File: src/scr1_mem_pkg.sv
// Shared definitions for the data memory subsystem
// Widths, request/response payloads and Wishbone bundles
// Timer address window, register offsets and reset values

package scr1_mem_pkg;

    //------------------------------------------------------------
    // Plain vector types
    //------------------------------------------------------------
    typedef logic [31:0] dmem_addr_t;   // Byte address
    typedef logic [31:0] dmem_data_t;   // Data word
    typedef logic [3:0]  byte_sel_t;    // One bit per byte lane
    typedef logic [63:0] mtime_t;       // Timer value

    //------------------------------------------------------------
    // Encodings
    //------------------------------------------------------------
    typedef enum logic {
        MEM_CMD_RD = 1'b0,
        MEM_CMD_WR = 1'b1
    } mem_cmd_e;

    typedef enum logic [1:0] {
        MEM_WIDTH_BYTE  = 2'b00,
        MEM_WIDTH_HWORD = 2'b01,
        MEM_WIDTH_WORD  = 2'b10
    } mem_width_e;

    typedef enum logic [1:0] {
        MEM_RESP_NOTRDY = 2'b00,        // Idle or still waiting
        MEM_RESP_RDY_OK = 2'b01,
        MEM_RESP_RDY_ER = 2'b10
    } mem_resp_e;

    // Bridge FSM
    typedef enum logic [1:0] {
        BR_IDLE = 2'b00,                // Ready for a request
        BR_BUS  = 2'b01,                // Bus cycle in flight
        BR_RESP = 2'b10                 // Response to the core
    } bridge_state_e;

    //------------------------------------------------------------
    // Bundles
    //------------------------------------------------------------
    typedef struct packed {
        mem_cmd_e   cmd;
        mem_width_e width;
        dmem_addr_t addr;
        dmem_data_t wdata;
    } dmem_req_t;                       // 67 bits

    typedef struct packed {
        dmem_data_t rdata;
        mem_resp_e  resp;
    } dmem_rsp_t;                       // 34 bits

    typedef struct packed {
        logic       stb;
        logic       we;
        dmem_addr_t adr;
        dmem_data_t dat;
        byte_sel_t  sel;
    } wb_m2s_t;                         // 70 bits, master side

    typedef struct packed {
        dmem_data_t dat;
        logic       ack;
        logic       err;
    } wb_s2m_t;                         // 34 bits, slave side

    // Timer window, 32 bytes
    localparam dmem_addr_t TIMER_ADDR_MASK    = 32'hFFFF_FFE0;
    localparam dmem_addr_t TIMER_ADDR_PATTERN = 32'hF004_0000;

    // Timer register offsets
    localparam logic [4:0] TIMER_OFS_CTRL        = 5'h00;  // Bit 0 enables counting
    localparam logic [4:0] TIMER_OFS_MTIME_LO    = 5'h08;
    localparam logic [4:0] TIMER_OFS_MTIME_HI    = 5'h0C;
    localparam logic [4:0] TIMER_OFS_MTIMECMP_LO = 5'h10;
    localparam logic [4:0] TIMER_OFS_MTIMECMP_HI = 5'h14;

    // Timer reset values
    localparam mtime_t MTIMECMP_RST = 64'hFFFF_FFFF_FFFF_FFFF;
    localparam mtime_t MTIME_RST    = 64'h0;

endpackage : scr1_mem_pkg

File: src/dmem_router.sv
// Data memory router
// Timer window decode, request steering, response return path

`timescale 1ns/1ns

module dmem_router (
    input  logic                    core_clk_i,
    input  logic                    arst_n_i,
    // Core side
    input  logic                    core_req_i,
    input  scr1_mem_pkg::dmem_req_t core_pl_i,
    output logic                    core_req_ack_o,
    output scr1_mem_pkg::dmem_rsp_t core_rsp_o,
    // Shared payload to both targets
    output scr1_mem_pkg::dmem_req_t tgt_pl_o,
    // Timer port
    output logic                    tmr_req_o,
    input  logic                    tmr_req_ack_i,
    input  scr1_mem_pkg::dmem_rsp_t tmr_rsp_i,
    // Bus bridge port
    output logic                    bus_req_o,
    input  logic                    bus_req_ack_i,
    input  scr1_mem_pkg::dmem_rsp_t bus_rsp_i
);

//------------------------------------------------------------
// Decode
//------------------------------------------------------------
logic                    hit_tmr;       // Address falls in timer window
logic                    busy_q;        // Transaction outstanding
logic                    sel_tmr_q;     // Outstanding one went to the timer
logic                    accept;
scr1_mem_pkg::dmem_rsp_t sel_rsp;       // Response of the owning port
logic                    rsp_done;

assign hit_tmr = (core_pl_i.addr & scr1_mem_pkg::TIMER_ADDR_MASK)
                 == scr1_mem_pkg::TIMER_ADDR_PATTERN;

assign tgt_pl_o  = core_pl_i;           // Both targets see the payload
assign tmr_req_o = core_req_i & ~busy_q &  hit_tmr;
assign bus_req_o = core_req_i & ~busy_q & ~hit_tmr;

// Ack only from the target that got the request
assign core_req_ack_o = core_req_i & ~busy_q & (hit_tmr ? tmr_req_ack_i : bus_req_ack_i);
assign accept         = core_req_i & core_req_ack_o;

//------------------------------------------------------------
// Response steering
//------------------------------------------------------------
assign sel_rsp  = sel_tmr_q ? tmr_rsp_i : bus_rsp_i;
assign rsp_done = busy_q & (sel_rsp.resp != scr1_mem_pkg::MEM_RESP_NOTRDY);

always_comb begin
    core_rsp_o.rdata = sel_rsp.rdata;
    // Hide anything from a port that has nothing outstanding
    core_rsp_o.resp  = busy_q ? sel_rsp.resp : scr1_mem_pkg::MEM_RESP_NOTRDY;
end

// Outstanding flag and owner
always_ff @(posedge core_clk_i or negedge arst_n_i) begin
    if (!arst_n_i) begin
        busy_q    <= 1'b0;
        sel_tmr_q <= 1'b0;
    end else begin
        if (accept) begin
            busy_q    <= 1'b1;
            sel_tmr_q <= hit_tmr;       // Remember who answers
        end else if (rsp_done) begin
            busy_q    <= 1'b0;          // Next request from the following cycle
        end
    end
end

//------------------------------------------------------------
// Checks
//------------------------------------------------------------
a_one_target: assert property (
    @(posedge core_clk_i) disable iff (!arst_n_i)
    !(tmr_req_o && bus_req_o)
) else $error("router raised req toward both targets");

// A target answers only for a transaction the router handed it
a_tmr_rsp_owned: assert property (
    @(posedge core_clk_i) disable iff (!arst_n_i)
    (tmr_rsp_i.resp != scr1_mem_pkg::MEM_RESP_NOTRDY) |-> (busy_q && sel_tmr_q)
) else $error("timer response without outstanding request");

a_bus_rsp_owned: assert property (
    @(posedge core_clk_i) disable iff (!arst_n_i)
    (bus_rsp_i.resp != scr1_mem_pkg::MEM_RESP_NOTRDY) |-> (busy_q && !sel_tmr_q)
) else $error("bridge response without outstanding request");

endmodule : dmem_router

File: src/mtimer.sv
// Memory-mapped machine timer
// Enable bit, 64-bit mtime and mtimecmp, registered interrupt

`timescale 1ns/1ns

module mtimer (
    input  logic                    core_clk_i,
    input  logic                    arst_n_i,
    // Register access port
    input  logic                    req_i,
    input  scr1_mem_pkg::dmem_req_t pl_i,
    output logic                    req_ack_o,
    output scr1_mem_pkg::dmem_rsp_t rsp_o,
    // Timer outputs
    output scr1_mem_pkg::mtime_t    timer_val_o,
    output logic                    timer_irq_o
);

logic                      en_q;        // Counter enable
scr1_mem_pkg::mtime_t      mtime_q;
scr1_mem_pkg::mtime_t      mtimecmp_q;
logic                      irq_q;
scr1_mem_pkg::mem_resp_e   resp_q;
scr1_mem_pkg::dmem_data_t  rdata_q;

logic [4:0]                ofs;         // Offset inside the window
logic                      ofs_vld;     // Offset is a real register
logic                      acc_ok;
logic                      wr_en;
scr1_mem_pkg::dmem_data_t  rd_val;

assign req_ack_o = 1'b1;                // Always ready
assign ofs       = pl_i.addr[4:0];

//------------------------------------------------------------
// Register decode and read mux
//------------------------------------------------------------
always_comb begin
    ofs_vld = 1'b1;
    rd_val  = '0;
    case (ofs)
        scr1_mem_pkg::TIMER_OFS_CTRL:        rd_val = {31'd0, en_q};
        scr1_mem_pkg::TIMER_OFS_MTIME_LO:    rd_val = mtime_q[31:0];
        scr1_mem_pkg::TIMER_OFS_MTIME_HI:    rd_val = mtime_q[63:32];
        scr1_mem_pkg::TIMER_OFS_MTIMECMP_LO: rd_val = mtimecmp_q[31:0];
        scr1_mem_pkg::TIMER_OFS_MTIMECMP_HI: rd_val = mtimecmp_q[63:32];
        default:                             ofs_vld = 1'b0;   // Hole in the map
    endcase
end

// Only word accesses to mapped offsets are legal
assign acc_ok = ofs_vld & (pl_i.width == scr1_mem_pkg::MEM_WIDTH_WORD);
assign wr_en  = req_i & acc_ok & (pl_i.cmd == scr1_mem_pkg::MEM_CMD_WR);

//------------------------------------------------------------
// Timer state
//------------------------------------------------------------
always_ff @(posedge core_clk_i or negedge arst_n_i) begin
    if (!arst_n_i) begin
        en_q       <= 1'b0;
        mtime_q    <= scr1_mem_pkg::MTIME_RST;
        mtimecmp_q <= scr1_mem_pkg::MTIMECMP_RST;
        irq_q      <= 1'b0;
        resp_q     <= scr1_mem_pkg::MEM_RESP_NOTRDY;
    end else begin
        // One-cycle response pulse
        if (req_i) begin
            resp_q <= acc_ok ? scr1_mem_pkg::MEM_RESP_RDY_OK
                             : scr1_mem_pkg::MEM_RESP_RDY_ER;
        end else begin
            resp_q <= scr1_mem_pkg::MEM_RESP_NOTRDY;
        end

        if (wr_en && ofs == scr1_mem_pkg::TIMER_OFS_CTRL) begin
            en_q <= pl_i.wdata[0];
        end

        // Write beats increment
        if (wr_en && ofs == scr1_mem_pkg::TIMER_OFS_MTIME_LO) begin
            mtime_q <= {mtime_q[63:32], pl_i.wdata};
        end else if (wr_en && ofs == scr1_mem_pkg::TIMER_OFS_MTIME_HI) begin
            mtime_q <= {pl_i.wdata, mtime_q[31:0]};
        end else if (en_q) begin
            mtime_q <= mtime_q + 64'd1;
        end

        if (wr_en && ofs == scr1_mem_pkg::TIMER_OFS_MTIMECMP_LO) begin
            mtimecmp_q <= {mtimecmp_q[63:32], pl_i.wdata};
        end else if (wr_en && ofs == scr1_mem_pkg::TIMER_OFS_MTIMECMP_HI) begin
            mtimecmp_q <= {pl_i.wdata, mtimecmp_q[31:0]};
        end

        irq_q <= (mtime_q >= mtimecmp_q);   // Level, one cycle behind
    end
end

// Read data, zero for writes and errors
always_ff @(posedge core_clk_i) begin
    if (req_i) begin
        rdata_q <= (acc_ok && pl_i.cmd == scr1_mem_pkg::MEM_CMD_RD) ? rd_val : '0;
    end
end

always_comb begin
    rsp_o.rdata = rdata_q;
    rsp_o.resp  = resp_q;
end

assign timer_val_o = mtime_q;
assign timer_irq_o = irq_q;

// Response only right after an accepted request
a_rsp_after_req: assert property (
    @(posedge core_clk_i) disable iff (!arst_n_i)
    (rsp_o.resp != scr1_mem_pkg::MEM_RESP_NOTRDY) |-> $past(req_i)
) else $error("timer response without a request in the previous cycle");

endmodule : mtimer

File: src/wb_dmem_bridge.sv
// Data memory to Wishbone classic bridge
// Request capture, byte lane select, one bus cycle per request

`timescale 1ns/1ns

module wb_dmem_bridge (
    input  logic                    core_clk_i,
    input  logic                    arst_n_i,
    // Request port from the router
    input  logic                    req_i,
    input  scr1_mem_pkg::dmem_req_t pl_i,
    output logic                    req_ack_o,
    output scr1_mem_pkg::dmem_rsp_t rsp_o,
    // Wishbone master
    output scr1_mem_pkg::wb_m2s_t   wb_o,
    input  scr1_mem_pkg::wb_s2m_t   wb_i
);

scr1_mem_pkg::bridge_state_e state_q;
scr1_mem_pkg::byte_sel_t     sel_d;     // Lanes for the incoming request
scr1_mem_pkg::dmem_data_t    dat_d;     // Write data spread over lanes
scr1_mem_pkg::dmem_addr_t    adr_q;
logic                        we_q;
scr1_mem_pkg::dmem_data_t    dat_q;
scr1_mem_pkg::byte_sel_t     sel_q;
scr1_mem_pkg::dmem_data_t    rdata_q;
logic                        err_q;
logic                        bus_end;   // ack or err seen

assign req_ack_o = (state_q == scr1_mem_pkg::BR_IDLE);
assign bus_end   = wb_i.ack | wb_i.err;

//------------------------------------------------------------
// Lane select and data replication
//------------------------------------------------------------
always_comb begin
    case (pl_i.width)
        scr1_mem_pkg::MEM_WIDTH_BYTE: begin
            sel_d = 4'b0001 << pl_i.addr[1:0];
            dat_d = {4{pl_i.wdata[7:0]}};
        end
        scr1_mem_pkg::MEM_WIDTH_HWORD: begin
            sel_d = pl_i.addr[1] ? 4'b1100 : 4'b0011;
            dat_d = {2{pl_i.wdata[15:0]}};
        end
        default: begin                  // Full word
            sel_d = 4'b1111;
            dat_d = pl_i.wdata;
        end
    endcase
end

//------------------------------------------------------------
// FSM
//------------------------------------------------------------
always_ff @(posedge core_clk_i or negedge arst_n_i) begin
    if (!arst_n_i) begin
        state_q <= scr1_mem_pkg::BR_IDLE;
    end else begin
        case (state_q)
            scr1_mem_pkg::BR_IDLE: if (req_i)   state_q <= scr1_mem_pkg::BR_BUS;
            scr1_mem_pkg::BR_BUS:  if (bus_end) state_q <= scr1_mem_pkg::BR_RESP;
            default:                            state_q <= scr1_mem_pkg::BR_IDLE;
        endcase
    end
end

// Bus fields and returned data
always_ff @(posedge core_clk_i) begin
    if (state_q == scr1_mem_pkg::BR_IDLE && req_i) begin
        adr_q <= {pl_i.addr[31:2], 2'b00};          // Word aligned
        we_q  <= (pl_i.cmd == scr1_mem_pkg::MEM_CMD_WR);
        dat_q <= dat_d;
        sel_q <= sel_d;
    end
    if (state_q == scr1_mem_pkg::BR_BUS && bus_end) begin
        rdata_q <= wb_i.dat;            // Unshifted
        err_q   <= wb_i.err;            // err wins over ack
    end
end

always_comb begin
    wb_o.stb    = (state_q == scr1_mem_pkg::BR_BUS);
    wb_o.we     = we_q;
    wb_o.adr    = adr_q;
    wb_o.dat    = dat_q;
    wb_o.sel    = sel_q;
    rsp_o.rdata = rdata_q;
    if (state_q != scr1_mem_pkg::BR_RESP) begin
        rsp_o.resp = scr1_mem_pkg::MEM_RESP_NOTRDY;
    end else begin
        rsp_o.resp = err_q ? scr1_mem_pkg::MEM_RESP_RDY_ER : scr1_mem_pkg::MEM_RESP_RDY_OK;
    end
end

// Classic cycle: master holds everything until the slave ends it
a_wb_hold: assert property (
    @(posedge core_clk_i) disable iff (!arst_n_i)
    (wb_o.stb && !bus_end) |=> (wb_o.stb && $stable(wb_o))
) else $error("Wishbone fields changed before ack or err");

endmodule : wb_dmem_bridge

File: src/dmem_subsys_top.sv
// Data memory subsystem top level
// Router in front of the machine timer and the Wishbone bridge

`timescale 1ns/1ns

module dmem_subsys_top (
    input  logic                    core_clk_i,
    input  logic                    arst_n_i,
    // Core data port
    input  logic                    dmem_req_i,
    input  scr1_mem_pkg::dmem_req_t dmem_req_pl_i,
    output logic                    dmem_req_ack_o,
    output scr1_mem_pkg::dmem_rsp_t dmem_rsp_o,
    // External Wishbone bus
    output scr1_mem_pkg::wb_m2s_t   wb_o,
    input  scr1_mem_pkg::wb_s2m_t   wb_i,
    // Machine timer
    output scr1_mem_pkg::mtime_t    timer_val_o,
    output logic                    timer_irq_o
);

//------------------------------------------------------------
// Router to target wiring
//------------------------------------------------------------
scr1_mem_pkg::dmem_req_t tgt_pl;        // Common payload
logic                    tmr_req;
logic                    tmr_req_ack;
scr1_mem_pkg::dmem_rsp_t tmr_rsp;
logic                    bus_req;
logic                    bus_req_ack;
scr1_mem_pkg::dmem_rsp_t bus_rsp;

dmem_router i_dmem_router (
    .core_clk_i     (core_clk_i    ),
    .arst_n_i       (arst_n_i      ),
    .core_req_i     (dmem_req_i    ),
    .core_pl_i      (dmem_req_pl_i ),
    .core_req_ack_o (dmem_req_ack_o),
    .core_rsp_o     (dmem_rsp_o    ),
    .tgt_pl_o       (tgt_pl        ),
    .tmr_req_o      (tmr_req       ),
    .tmr_req_ack_i  (tmr_req_ack   ),
    .tmr_rsp_i      (tmr_rsp       ),
    .bus_req_o      (bus_req       ),
    .bus_req_ack_i  (bus_req_ack   ),
    .bus_rsp_i      (bus_rsp       )
);

mtimer i_mtimer (
    .core_clk_i     (core_clk_i    ),
    .arst_n_i       (arst_n_i      ),
    .req_i          (tmr_req       ),
    .pl_i           (tgt_pl        ),
    .req_ack_o      (tmr_req_ack   ),
    .rsp_o          (tmr_rsp       ),
    .timer_val_o    (timer_val_o   ),
    .timer_irq_o    (timer_irq_o   )
);

wb_dmem_bridge i_wb_dmem_bridge (
    .core_clk_i     (core_clk_i    ),
    .arst_n_i       (arst_n_i      ),
    .req_i          (bus_req       ),
    .pl_i           (tgt_pl        ),
    .req_ack_o      (bus_req_ack   ),
    .rsp_o          (bus_rsp       ),
    .wb_o           (wb_o          ),
    .wb_i           (wb_i          )
);

endmodule : dmem_subsys_top

File: config.mk
export PLATFORM = sky130hd
export DESIGN_NAME = dmem_subsys_top
export DESIGN_NICKNAME = d
export VERILOG_FILES = /design/src/scr1_mem_pkg.sv /design/src/dmem_router.sv /design/src/mtimer.sv /design/src/wb_dmem_bridge.sv /design/src/dmem_subsys_top.sv
export SDC_FILE = /design/constraint.sdc
export NUM_CORES = 1
export LEC_CHECK = 0
export BUFFER_PORTS_ARGS = -buffer_cell sky130_fd_sc_hd__buf_2
export CORE_MARGIN = 5
export CORE_UTILIZATION = 35
export CTS_BUF_LIST = sky130_fd_sc_hd__clkbuf_4 sky130_fd_sc_hd__clkbuf_8
export DETAILED_ROUTE_END_ITERATION = 8
export GPL_TIMING_DRIVEN = 0
export PLACE_DENSITY_LB_ADDON = 0.05
export SYNTH_ARGS = -nofsm -noshare
export SYNTH_HDL_FRONTEND = slang
export SYNTH_HIERARCHICAL = 1
export SYNTH_SLANG_ARGS = --single-unit
File: constraint.sdc
create_clock -name core_clk_i -period 3.2 [get_ports core_clk_i]
set_input_delay 0.96 -clock core_clk_i [delete_from_list [all_inputs] [get_ports core_clk_i]]
set_output_delay 0.96 -clock core_clk_i [all_outputs]
set_load 0.005 [all_outputs]
==> run summary, run 1 <==
Status: completed
WL final: 52.45 mm
Chip Height: 214.2 um
Clk_skew: 0.02347 ns
Gpl congestion: 0.9099
Ports: 274
Die width: 214.2 um
Startpoint Class: primary input
Hold Slack: 0.4074 ns
Worst setup path category: in -> out
Hpwl dp: 38.24 mm
Clock transition at path regs: 0.06 ns
Clk sinks: 268
Final-report max-slew violation count: 0
Met1 Resource Use GR: 30.67%
Synth warn: 6
Placed Area: 16550 sq um
Minimum clock period: 3.085 ns
Max Fclk: 324.2 MHz
Post-Syn Area: 14600 sq um
Die ar.: 45900 sq um
Worst Tran Pin Value: 1.016 ns
Pin count of the biggest net entering global routing: 82
Met3 Use GR: 4.433%
Fin crit share: 96.39%
Kind of end point of the critical path: primary output
Setup TNS Final: 0 ns
Antenna Cells: 0
CP arrival: 2.12 ns
GR Layer Usage met2: 35.25%
Commonest non-fill, non-tap cells in the layout: buf_2 (239), mux2_2 (144), edfxtp_1 (132)
Worst R2R Path Depth: 9
DRC: 0
Final Hold Fails: 0
First-pass GRT wire length: 77.72 mm
Core ar.: 41020 sq um
IO Port Bufs: 231
Clock latency on the worst-skew pair: 0.63 ns
Vias in the first global route: 11730
Filler cells: 4045
Placed Instances: 2034
Max IR drop VDD: 0.2719 mV
Via density: 5.316
DRT iter0 DRCs: 902
Register bit count reported by yosys: 268
Antenna violations before repair: 1
Post-synth EDFFs: 132
DR pass1 iterations: 6
Max cap viols: 0
Setup WS pre-CTS: -1.317 ns
Layout area overhead: 21.25%
Leak pwr: 7.617 nW
Post-route cell area: 17700 sq um
GRT Total Usage: 22.28%
CTS tree: yes
CP max FO: 3
Final std cells w/o fill: 2133
Max Root-Sink Buffers: 3
Final core occ: 43.16%
FP Rows: 74
Fraction of layout cells with a size suffix above 1: 41.35%
Hold WC Path Type: in -> async
Seq/Total Area, Yosys: 51.01%
Final worst setup slack: 0.1154 ns
Synthesized area per cell: 11.52 sq um
Ys async rst share: 50.75%
Final Total Pwr: 8.340 mW
Most Crowded Layer GR: met2
Slew headroom: 31.77%
R2r setup slk: 0.15 ns
Synth unique cells: 73
P per Cell Area: 471.1 nW/um^2
Final #Nets: 1729
Routed WL per cell: 24.59 um
GR Overflow Total: 0
Most common cell after layout, fill and taps aside: buf_2
Post-route ant nets: 0
H-tree depth: 2
Required time of the critical path: 2.24 ns
Clock Tree Root: clkbuf_8
Top FF cell, synth: edfxtp_1
RSZ-0062 raised after global routing: false
Initial Util: 35.60%
Mapped Cells: 1267
Total number of vias: 11340
Total CTS buffers: 50
Setup violators final: 0
cell type report:
type,count,area (sq um),share of cell area [%]
buffer,127,814.5,4.601
clock buffer,78,935.9,5.287
clock inverter,15,72.57,0.4099
inverter,71,266.5,1.505
multi-input combinational,803,6226,35.17
sequential,268,7447,42.07
tap,532,665.6,3.760
timing repair buffer,239,1275,7.202
sequential cells by signal, indices dropped and copies added, names as in the netlist:
| name | cells |
|---|---|
| i_mtimer/en_q | 1 |
| i_wb_dmem_bridge/rdata_q | 32 |
| i_mtimer/timer_val_o | 64 |
| i_wb_dmem_bridge/we_q | 1 |
| i_dmem_router/busy_q | 1 |
| i_wb_dmem_bridge/err_q | 1 |
| i_wb_dmem_bridge/state_q | 2 |
| i_mtimer/resp_q | 2 |
| i_mtimer/mtimecmp_q | 64 |
| i_wb_dmem_bridge/dat_q | 32 |
| i_mtimer/timer_irq_o | 1 |
| i_mtimer/rdata_q | 32 |
| i_dmem_router/sel_tmr_q | 1 |
| i_wb_dmem_bridge/adr_q | 30 |
| i_wb_dmem_bridge/sel_q | 4 |
worst max-delay path, cell delays in order:
cell     delay (ns)
buf_2          0.11
nor4b_2        0.33
and4_4         0.28
a21oi_1        0.07
or2_1          0.23
buf_2          0.14
cells by family after synthesis:
| group | after synthesis | share of synthesized area, % |
|---|---|---|
| simple gates | 343 | 12.45 |
| fa+ha+maj | 65 | 5.570 |
| compound gates | 194 | 9.298 |
| flops | 268 | 51.01 |
| mux | 158 | 12.07 |
| xor+xnor | 39 | 2.340 |
| other cells | 2 | 0.05144 |
| buf+inv | 198 | 7.216 |
repair_timing:
action | CTS | global route
hold buffers | 0 | 0
endpoints found under the setup margin | 132 | 27
pin swaps | 3 | 3
gates cloned | 1 | 0
buffers inserted | 2 | 2
gates resized for setup | 13 | 12
worst paths after layout:
check,startpoint,endpoint
max in group asynchronous,arst_n_i,i_mtimer/mtimecmp_q[31]
setup / recovery,dmem_req_pl_i[52],dmem_req_ack_o
hold reg to reg,i_wb_dmem_bridge/state_q[1],i_wb_dmem_bridge/state_q[0]
setup reg to reg,i_mtimer/timer_val_o[6],i_mtimer/timer_val_o[58]
min in group core_clk_i,i_wb_dmem_bridge/state_q[1],i_wb_dmem_bridge/state_q[0]
hold / removal,arst_n_i,i_mtimer/timer_val_o[50]
metal layers:
| layer | up-vias | wire length, um |
|---|---|---|
| met2 | 339 | 24100 |
| met3 | 94 | 2859 |
| li1 | 5211 | - |
| met5 | - | 0 |
| met4 | 0 | 1615 |
| met1 | 5695 | 23870 |
Yosys cell counts (15+ instances only):
| cell | number | area share (%) |
|---|---|---|
| a21oi_1 | 69 | 2.4 |
| a222oi_1 | 32 | 2.2 |
| and3_1 | 26 | 1.1 |
| buf_4 | 75 | 3.9 |
| clkbuf_1 | 31 | 0.80 |
| dfrtp_1 | 72 | 12 |
| dfstp_2 | 64 | 12 |
| edfxtp_1 | 132 | 27 |
| ha_1 | 65 | 5.6 |
| inv_1 | 71 | 1.8 |
| mux2_2 | 144 | 11 |
| nand2_1 | 45 | 1.2 |
| nand3_1 | 30 | 1.0 |
| nand4_1 | 50 | 2.1 |
| nor2_1 | 114 | 2.9 |
| o21ai_0 | 15 | 0.51 |
| xor2_1 | 34 | 2.0 |
power by group:
group	internal [mW]	switching, mW	leakage (nW)
Combinational	0.395	0.557	4.16
Clock	1.86	1.53	0.545
Sequential	3.94	0.0660	2.91
Total	6.19	2.15	7.62
No activity file was read; power rests on OpenSTA's default activity.
==> run 2: changes to the inputs <==
--- a/config.mk
+++ b/config.mk
@@ -6,8 +6,10 @@
 export NUM_CORES = 1
 export LEC_CHECK = 0
 export BUFFER_PORTS_ARGS = -buffer_cell sky130_fd_sc_hd__buf_2
+export CELL_PAD_IN_SITES_DETAIL_PLACEMENT = 0
+export CELL_PAD_IN_SITES_GLOBAL_PLACEMENT = 2
 export CORE_MARGIN = 5
-export CORE_UTILIZATION = 35
+export CORE_UTILIZATION = 34
 export CTS_BUF_LIST = sky130_fd_sc_hd__clkbuf_4 sky130_fd_sc_hd__clkbuf_8
 export DETAILED_ROUTE_END_ITERATION = 8
 export GPL_TIMING_DRIVEN = 0
==> run summary, run 2 (synthesis gave the netlist of run 1 again) <==
Pin count of the biggest net entering global routing: 78 (-4.9%)
Hold Slack: 0.2819 ns (-0.1254 ns)
Chip Height: 217.2 um (+1.4%)
R2r startpoint: i_mtimer/timer_val_o[6]
GR Overflow Total: 0 (unchanged)
P per Cell Area: 485.6 nW/um^2 (+3.1%)
Final Total Pwr: 8.691 mW (+4.2%)
FP Rows: 76 (+2.7%)
CP top delay family: simple AND/OR/NAND/NOR gates
Via density: 5.240 (-1.4%)
Gpl congestion: 0.8418 (-7.5%)
Max Fclk: 317.1 MHz (-2.2%)
Total number of vias: 11290 (-0.46%)
Clock transition at path regs: 0.06 ns (about the same)
Antenna violations before repair: 0 (-1)
Crit path depth: 10 (+4)
H-tree depth: 2 (unchanged)
Final std cells w/o fill: 2154 (+0.98%)
Total CTS buffers: 52 (+4.0%)
Final #Nets: 1733 (+0.23%)
Placed Instances: 2048 (+0.69%)
Layout area overhead: 22.60%
# hold bufs at CTS: 0 (unchanged)
CP max stage delay: 0.72 ns (+0.39 ns)
Hpwl dp: 39.94 mm (+4.4%)
Status: completed
Cell Chain, Critical Path: buf_2 > nor4b_4 > and4_4 > and3_4 > nand2_4 > nor4_4 > nand2_2 > buf_2 > o22ai_1 > nor2_1
Worst setup path category: in -> reg
Worst path bufs/invs: 2 (unchanged)
Final-report max-slew violation count: 0 (unchanged)
Startpoint Class: primary input
DR pass1 iterations: 6 (unchanged)
Worst Tran Pin Value: 1.000 ns (-0.01511 ns)
Ports: 274 (unchanged)
Post-route ant nets: 0 (unchanged)
Vias in the first global route: 11640 (-0.78%)
Hold WC Path Type: in -> async
WL final: 54.76 mm (+4.4%)
Max Root-Sink Buffers: 3 (unchanged)
CTS tree: yes
RSZ-0062 raised after global routing: false
Clock Tree Root: clkbuf_8
Clk sinks: 268 (unchanged)
Setup TNS Final: 0 ns (unchanged)
Core ar.: 42790 sq um (+4.3%)
Final Hold Fails: 0 (unchanged)
Initial Util: 34.12% (-1.5 points)
CP max stage cell: nor4_4
Routed WL per cell: 25.42 um (+3.4%)
Final core occ: 41.83% (-1.3 points)
DRC: 0 (unchanged)
Kind of end point of the critical path: flip-flop
First-pass GRT wire length: 79.27 mm (+2.0%)
Antenna Cells: 0 (unchanged)
Minimum clock period: 3.153 ns (+0.06869 ns)
Max cap viols: 0 (unchanged)
Setup violators final: 0 (unchanged)
Commonest non-fill, non-tap cells in the layout: buf_2 (239), mux2_2 (144), edfxtp_1 (132)
Leak pwr: 7.709 nW (+1.2%)
GRT Total Usage: 22.57% (+0.29 points)
IO Port Bufs: 231 (unchanged)
Fraction of layout cells with a size suffix above 1: 42.16% (+0.82 points)
Die width: 217.2 um (+1.4%)
Most common cell after layout, fill and taps aside: buf_2
Slew headroom: 32.79% (+1.0 points)
Most common cell on crit path: buf_2
Max IR drop VDD: 0.2519 mV (-7.3%)
Fin crit share: 98.54% (+2.1 points)
DRT iter0 DRCs: 902 (unchanged)
Required time of the critical path: 3.71 ns (+1.47 ns)
CP Launch Point: dmem_req_pl_i[52]
CP max FO: 10 (+7)
Worst R2R Path Depth: 9 (unchanged)
Clk_skew: 0.02797 ns (+0.004506 ns)
Clock latency on the worst-skew pair: 0.64 ns (about the same)
Die ar.: 47190 sq um (+2.8%)
CP arrival: 3.67 ns (+1.55 ns)
[run 2: timing repair]
action                     CTS  global route
cloned                       1             0
pin swaps                    1             2
buffers inserted             5             2
setup endpoints to repair  125            47
resized for setup           15            14
[run 2: where the power goes]
| part | switching [mW] | leakage [nW] | total, mW | internal (mW) |
|---|---|---|---|---|
| combinational | 0.565 | 4.18 | 0.954 | 0.389 |
| sequential | 0.0613 | 2.91 | 4.00 | 3.94 |
| clock | 1.59 | 0.614 | 3.74 | 2.15 |
| total | 2.21 | 7.71 | 8.69 | 6.48 |
[run 2: cell type report]
type                    instances  area (sq um)
plain buffers                 127         822.0
clock buffers                  90          1101
clock inverters                 8         45.04
fillers                      4240         24890
inverters                      71         266.5
multi-input cells             803          6248
flip-flops and latches        268          7447
well taps                     546         683.2
repair buffers                241          1286
[run 2: layer usage]
| metal | part of all wire [%] | up-vias | wire length, um | GRT usage [%] |
|---|---|---|---|---|
| met5 | 0 | - | 0 | 0 |
| met4 | 2.1 | 0 | 1163 | 6.046 |
| met3 | 5.3 | 74 | 2884 | 3.797 |
| met2 | 46 | 323 | 25090 | 36.38 |
| met1 | 47 | 5665 | 25630 | 31.69 |
| li1 | - | 5225 | - | - |
[run 2: stage by stage]
stage	setup WS (ns)	cell area, sq um
finish	0.04672	17900
global route	0.004558	17900
CTS	0.002498	17810
detailed placement	-1.395	16570
global placement	-1.404	16480
floorplan	0.001048	14640
[run 2: final timing paths]
check	endpoint	slack (ns)
worst max register to register	i_mtimer/timer_val_o[31]	0.24
min in group core_clk_i	i_wb_dmem_bridge/rdata_q[10]	0.50
worst max-delay path	i_mtimer/timer_val_o[13]	0.05
worst min register to register	i_wb_dmem_bridge/state_q[0]	0.51
max in group asynchronous	i_mtimer/mtimecmp_q[56]	2.05
worst min-delay path	i_mtimer/timer_val_o[40]	0.28
